**src/hdl/cache_pkg.sv**
```systemverilog
/*
 * shared types for the dual-port cache subsystem
 * client request, burst command and line geometry
 */

package cache_pkg;

  // client side
  typedef logic [31:0] addr_t;
  typedef logic [31:0] word_t;
  // all zero strobes mean a read
  typedef logic [3:0] strb_t;

  // burst RAM side, byte addressed
  typedef logic [63:0] beat_t;
  typedef logic [20:0] ram_addr_t;

  // one client request
  typedef struct packed {
    addr_t addr;
    word_t wdata;
    strb_t wstrb;
  } cache_req_t;

  // one burst command, write=1 writes a line and write=0 reads one
  typedef struct packed {
    logic      write;
    ram_addr_t addr;
  } br_cmd_t;

  // a line is 8 words moved as 4 beats of two words each
  localparam int COLUMNS = 8;
  localparam int BEATS = 4;

  // byte offset inside a line
  localparam int OFFSET_BITS = 5;

endpackage

```
**src/hdl/burst_arbiter.sv**
```systemverilog
/*
 * burst arbiter
 * shares one burst RAM port between two caches, one transaction at a
 * time, round robin, and keeps the PSRAM command interval
 */

`timescale 1ns/1ns

module burst_arbiter #(
  parameter int cmd_interval = 13
) (
  input  logic                clk,
  input  logic                rst_n,
  input  logic                a_cmd_valid,
  input  logic                b_cmd_valid,
  input  cache_pkg::br_cmd_t  a_cmd,
  input  cache_pkg::br_cmd_t  b_cmd,
  output logic                a_cmd_ready,
  output logic                b_cmd_ready,
  input  cache_pkg::beat_t    a_wr_beat,
  input  cache_pkg::beat_t    b_wr_beat,
  output logic                a_rd_valid,
  output logic                b_rd_valid,
  output cache_pkg::beat_t    rd_beat,
  output logic                br_cmd_en,
  output logic                br_cmd,
  output cache_pkg::ram_addr_t br_addr,
  output cache_pkg::beat_t    br_wr_data,
  input  cache_pkg::beat_t    br_rd_data,
  input  logic                br_rd_data_valid
);

  import cache_pkg::*;

  localparam int gap_bits = $clog2(cmd_interval + 2);
  localparam int beat_bits = $clog2(BEATS);
  localparam logic [beat_bits-1:0] last_beat = beat_bits'(BEATS - 1);

  typedef enum logic [1:0] {
    idle,
    write_beats,
    wait_read,
    read_beats
  } arb_state_t;

  arb_state_t state;
  logic owner_b;
  logic prefer_b;
  logic [gap_bits-1:0] gap;
  logic [beat_bits-1:0] beat;

  logic open;
  logic pick_b;
  logic accept;
  br_cmd_t cmd_sel;
  beat_t wr_beat_sel;

  // new commands only when idle or for the refill after an eviction
  assign open = (gap == '0) && (state == idle || state == wait_read);

  always_comb begin
    if (state == idle) begin
      pick_b = b_cmd_valid && (!a_cmd_valid || prefer_b);
    end else begin
      pick_b = owner_b;
    end
  end

  // ready only toward a cache that is asking
  assign a_cmd_ready = open && !pick_b && a_cmd_valid;
  assign b_cmd_ready = open && pick_b && b_cmd_valid;
  assign accept = pick_b ? (b_cmd_valid && b_cmd_ready) : (a_cmd_valid && a_cmd_ready);
  assign cmd_sel = pick_b ? b_cmd : a_cmd;
  assign wr_beat_sel = pick_b ? b_wr_beat : a_wr_beat;

  // read beats go to the owner only
  assign rd_beat = br_rd_data;
  assign a_rd_valid = (state == read_beats) && !owner_b && br_rd_data_valid;
  assign b_rd_valid = (state == read_beats) && owner_b && br_rd_data_valid;

  always_ff @(posedge clk or negedge rst_n) begin
    if (!rst_n) begin
      state <= idle;
      owner_b <= 1'b0;
      prefer_b <= 1'b0;
      gap <= '0;
      beat <= '0;
      br_cmd_en <= 1'b0;
    end else begin
      br_cmd_en <= accept;
      if (accept) begin
        gap <= gap_bits'(cmd_interval);
      end else if (gap != '0) begin
        gap <= gap - 1'b1;
      end
      unique case (state)
        idle: begin
          if (accept) begin
            owner_b <= pick_b;
            prefer_b <= !pick_b;
            if (cmd_sel.write) begin
              beat <= beat + 1'b1;
              state <= write_beats;
            end else begin
              state <= read_beats;
            end
          end
        end
        write_beats: begin
          beat <= beat + 1'b1;
          if (beat == last_beat) begin
            state <= wait_read;
          end
        end
        wait_read: begin
          if (accept) begin
            state <= read_beats;
          end
        end
        read_beats: begin
          if (br_rd_data_valid) begin
            beat <= beat + 1'b1;
            if (beat == last_beat) begin
              state <= idle;
            end
          end
        end
        default: begin
          state <= idle;
        end
      endcase
    end
  end

  // beat 0 lines up with br_cmd_en and the rest follow each cycle
  always_ff @(posedge clk) begin
    if (accept) begin
      br_cmd <= cmd_sel.write;
      br_addr <= cmd_sel.addr;
    end
    br_wr_data <= wr_beat_sel;
  end

endmodule

```
**config.mk**
```make
export PLATFORM = sky130hd
export DESIGN_NAME = burst_arbiter
export DESIGN_NICKNAME = d
export VERILOG_FILES = /design/src/hdl/cache_pkg.sv /design/src/hdl/burst_arbiter.sv
export SDC_FILE = /design/constraint.sdc
export NUM_CORES = 1
export LEC_CHECK = 0
export ABC_CLOCK_PERIOD_IN_PS = 6200
export BUFFER_PORTS_ARGS = -buffer_cell sky130_fd_sc_hd__buf_2
export CAP_MARGIN = 25
export CORE_AREA = 2 2 155 157
export DETAILED_ROUTE_END_ITERATION = 10
export DIE_AREA = 0 0 157 159
export PLACE_DENSITY = 0.44
export RECOVER_POWER = 25
export SETUP_SLACK_MARGIN = 0.05
export SYNTH_ARGS = -nofsm -noshare
export SYNTH_HDL_FRONTEND = slang
export SYNTH_SLANG_ARGS = --single-unit
```
**constraint.sdc**
```tcl
create_clock -name clk -period 6.2 [get_ports clk]
set_clock_uncertainty 0.15 [all_clocks]
set_input_delay 1.24 -clock clk [delete_from_list [all_inputs] [get_ports clk]]
set_output_delay 1.24 -clock clk [all_outputs]
set_load 0.01 [all_outputs]
```
After elaboration in Yosys (flattened, before gate mapping)
Cells that the tools add are included.

Register bits after elaboration: 97. Input bits: 241. Output and inout bits: 155. Word-level logic and storage cells: 63.

Add/sub/neg operators: 2. Equality and inequality tests: 10. Mux-type cells: 17. Reductions and logical operators: 25.

Operators with widths (count): 2-to-1 mux 64 bit (1); 2-to-1 mux 22 bit (1); 2-to-1 mux 2 bit (9); logical AND 1 bit (12); != test 2 bit (second input constant) (5); 2-to-1 mux 4 bit (2); case mux 2 bit (4 select lines) (1); == test 2 bit (second input constant) (3); case mux 2 bit (3 select lines) (1); AND reduction 5 bit (1); zero test 4 bit (1); AND reduction 4 bit (1); nonzero test 4 bit (1); subtractor 4 x 1 -> 4 bit (second input constant) (1); zero test 1 bit (3); nonzero test 3 bit (1); adder 2 x 1 -> 2 bit (second input constant) (1); == test 2 x 1 -> 1 bit (second input constant) (1); zero test 2 bit (1); logical OR 1 bit (2); 2-to-1 mux 1 bit (2); != test 2 x 1 -> 1 bit (second input constant) (1); AND reduction 2 bit (1); nonzero test 2 bit (1).

Longest topological paths before layout
Depth in word-level cells: 11. Depth in mapped cells: 8.

Least setup slack after synthesis
OpenSTA, ideal clock, no wires.

Kind: input port to output port. From: in a_cmd_valid. To: out b_cmd_ready. Data arrival time: 2219 ps. Slack: 2591 ps. Cell stages on the path: 5. Cells stage by stage: nor2b_1 > o21ai_2 > buf_2 > buf_4 > and3_1.

Cells in the longest elaborated chain, start to end: 6.

RTL lines: from (decl) (RTL line burst_arbiter.sv:14) `input logic a_cmd_valid,`; zero test 1 bit (RTL line burst_arbiter.sv:63) `pick_b = b_cmd_valid && (!a_cmd_valid || prefer_b);`; logical OR 1 bit (RTL line burst_arbiter.sv:63); logical AND 1 bit (RTL line burst_arbiter.sv:63); 2-to-1 mux 1 bit (RTL line burst_arbiter.sv:62) `if (state == idle) begin`; logical AND 1 bit (2 in a row) (RTL line burst_arbiter.sv:71) `assign b_cmd_ready = open && pick_b && b_cmd_valid;`; to (decl) (RTL line burst_arbiter.sv:19) `output logic b_cmd_ready,`.

Every way passes these cells.

Final worst setup path
Same ends and word-level chain as after synthesis.

==> run metrics <==
Longest Clk Path Bufs 2; largest voltage drop on the vdd net 0.1688 mV; maximum single-stage delay on the critical path 0.45 ns; minimum clock period 3.885 ns; startpoint of the worst-slack reg-to-reg timing path state[0]; Tot GR Track Use 9.676%; startpoint kind of the worst setup timing path input port; critical path's slowest cell buf_4; multi-input gate area in the final layout 1451 um^2; die height 159 um; CTS Root Buffer Type clkbuf_16; area of the die 24960 um^2; I/O Pins 396; setup repair after global routing missed its margin false; first-pass GRT wire length 17.91 mm; WL per Instance 14.85 um; register-to-register setup slack 3.24 ns; launching instance or port of the critical path a_cmd_valid; slew margin rel. 54.25%; flip-flop and latch count after synthesis 97; synth-to-layout area growth 33.44%; source of the worst hold timing path prefer_b; max-cap violation count 0; post-detail-place hpwl 10.31 mm; dominant synthesized flop cell dfxtp_1; outcome complete, no violations; initial antenna violation count 0; sink count of the clock tree 97; number of detailed-route iterations in the first pass 4; actual slew at the worst max-slew pin 0.6862 ns; Crit. End Element output port; post-CTS sizing 0; WP data required 4.81 ns; Detailed Route WL 12.83 mm; largest fanout on the critical path 41; count of endpoints failing hold in the final timing report 0; number of H-tree levels 3; sequential share of the synthesized area 52.30%; crit path DAT 2.49 ns; effective utilization at floorplan 18.28%; commonest non-fill, non-tap cells in the layout buf_2, mux2_2, dfxtp_1; total congestion overflow 0; proportion of register bits with asynchronous set or reset after synthesis 11.34%; Post-Syn Instances 335; number of DRC markers after the initial detailed-route iteration 96; total of fill cells in the finished design 2524; Max Freq 257.4 MHz; die span in x 157 um; Worst Reg-to-Reg Cells 9; total number of nets in the final design 790; Synthesis Warnings 0; number of global-route vias before repair 3114; worst path cell trace buf_2, nor2b_1, o21ai_4, buf_4, and3_1, buf_2; Seq. cell area 2217 um^2; power density normalized to cell area 433.6 nW/um^2; final standard cell utilization of the core 24.39%; area after detailed placement 5455 um^2; commonest non-fill, non-tap cell in the layout buf_2; Hold Path Sink prefer_b; Net Count, Synth 585; number of stages on the worst hold path 1; Antenna diodes 0; Netlist cell types 36; number of enable-type register cells in the synthesized netlist 22; Vias per Instance 3.631; Antenna Nets Post-Route 0; share of layout cells above drive strength 1 58.17%; Std-Cell Core Area 23190 um^2; TritonCTS Buffers 9; DRC violations left 0; CP dominant cell by count buf_2; last weighted congestion value of the routability-driven placer 0.7847; cell leakage power 2.491 nW; number of standard-cell rows in the floorplan 56; Clock Latency Late Sink 0.34 ns; Final period util 62.65%; endpoints failing setup 0; largest net degree at the start of global routing 48; destination of the worst register-to-register timing path beat[1]; Worst Path Class, Setup input port to output port; number of setup buffers added after CTS 0; Total Neg Setup Slack 0 ns; clock transition time at the flip-flop clock pins of the worst setup and hold paths 0.07 ns; hold_buf cts 0; via count 3137; TritonCTS clock tree built; Layout Cell Area excl Fill 5657 um^2; Final Max Slew Viols 0; Netlist Area Pre-Place 4239 um^2; HP Class register to register; total of buffers placed on input and output ports 267; Avg Cell Area, Syn 12.65 um^2
-- worst max path at each step --
stage / to / slack, ns / cells after the start
after floorplan: b_cmd_ready / 2.59 / 5
after global placement: b_cmd_ready / 2.27 / 6
after detailed placement: b_cmd_ready / 2.28 / 6
after CTS: b_cmd_ready / 2.28 / 6
after global routing: b_cmd_ready / 2.13 / 7
final: b_cmd_ready / 2.32 / 6
-- power breakdown --
part,internal [mW],switching [mW]
Sequential,0.863,0.0764
Clock,0.279,0.264
Combinational,0.472,0.498
Total,1.61,0.839
-- final cells by class --
class	count	share of cell area (%)
timing repair buffer	269	22.63
sequential	97	39.19
clock inverter	6	0.8626
multi-input combinational	155	25.66
inverter	8	0.5530
clock buffer	10	4.048
tap	319	7.056
-- critical path: cells and delay by family --
kind	cells	cell delay, ns
AOI/OAI and AO/OA	1	0.15
buffers and inverters	3	0.70
and+or+nand+nor	2	0.40
-- metal layers --
layer  part of all wire [%]  track usage, %  wire length [um]
met4                   0.99           2.711               127
met1                     36           9.402              4580
met3                     14           5.226              1749
met5                      0               0                 0
met2                     50           17.56              6374
-- cell families (layout without fill, tap and decap cells) --
family / after synthesis / in the layout / share of synthesized area [%]
buffers and inverters: 83 / 293 / 13.52
XOR/XNOR: 1 / 1 / 0.2066
AO/OA/AOI/OAI: 15 / 15 / 2.627
multiplexers: 88 / 88 / 23.29
flip-flops: 97 / 97 / 52.30
AND/OR/NAND/NOR: 42 / 42 / 5.402
adder cells (fa/ha/maj): 9 / 9 / 2.656
-- through the flow --
step	instances	worst slack (ns)	power (mW)	hold WS [ns]
floorplan	335	2.591	1.680	0.3074
global placement	848	2.274	1.983	0.3498
detailed placement	848	2.282	1.973	0.3369
CTS	864	2.278	2.545	0.3517
global route	864	2.128	2.633	0.3850
finish	864	2.315	2.453	0.3498
-- registers in the layout, summed over array words and instances (netlist names) --
register    cells
br_addr        21
br_wr_data     64
prefer_b        1
state           2
br_cmd          1
beat            2
owner_b         1
br_cmd_en       1
gap             4
-- cell usage after synthesis, types with 2 or more instances --
| library cell | number | share of area (%) |
|---|---|---|
| nor3_1 | 5 | 0.59 |
| a21oi_1 | 2 | 0.24 |
| dfrtp_1 | 11 | 6.5 |
| mux2i_1 | 3 | 0.71 |
| o21ai_2 | 2 | 0.41 |
| edfxtp_1 | 22 | 16 |
| buf_2 | 7 | 0.83 |
| dfxtp_1 | 64 | 30 |
| ha_1 | 9 | 2.7 |
| nand2_1 | 11 | 0.97 |
| inv_1 | 7 | 0.62 |
| nand2b_1 | 5 | 0.74 |
| o21ai_0 | 3 | 0.35 |
| nand3_1 | 2 | 0.24 |
| nor2_1 | 8 | 0.71 |
| and3_1 | 4 | 0.59 |
| buf_4 | 67 | 12 |
| mux2_2 | 85 | 23 |
Power figures use the tool's default switching activity.
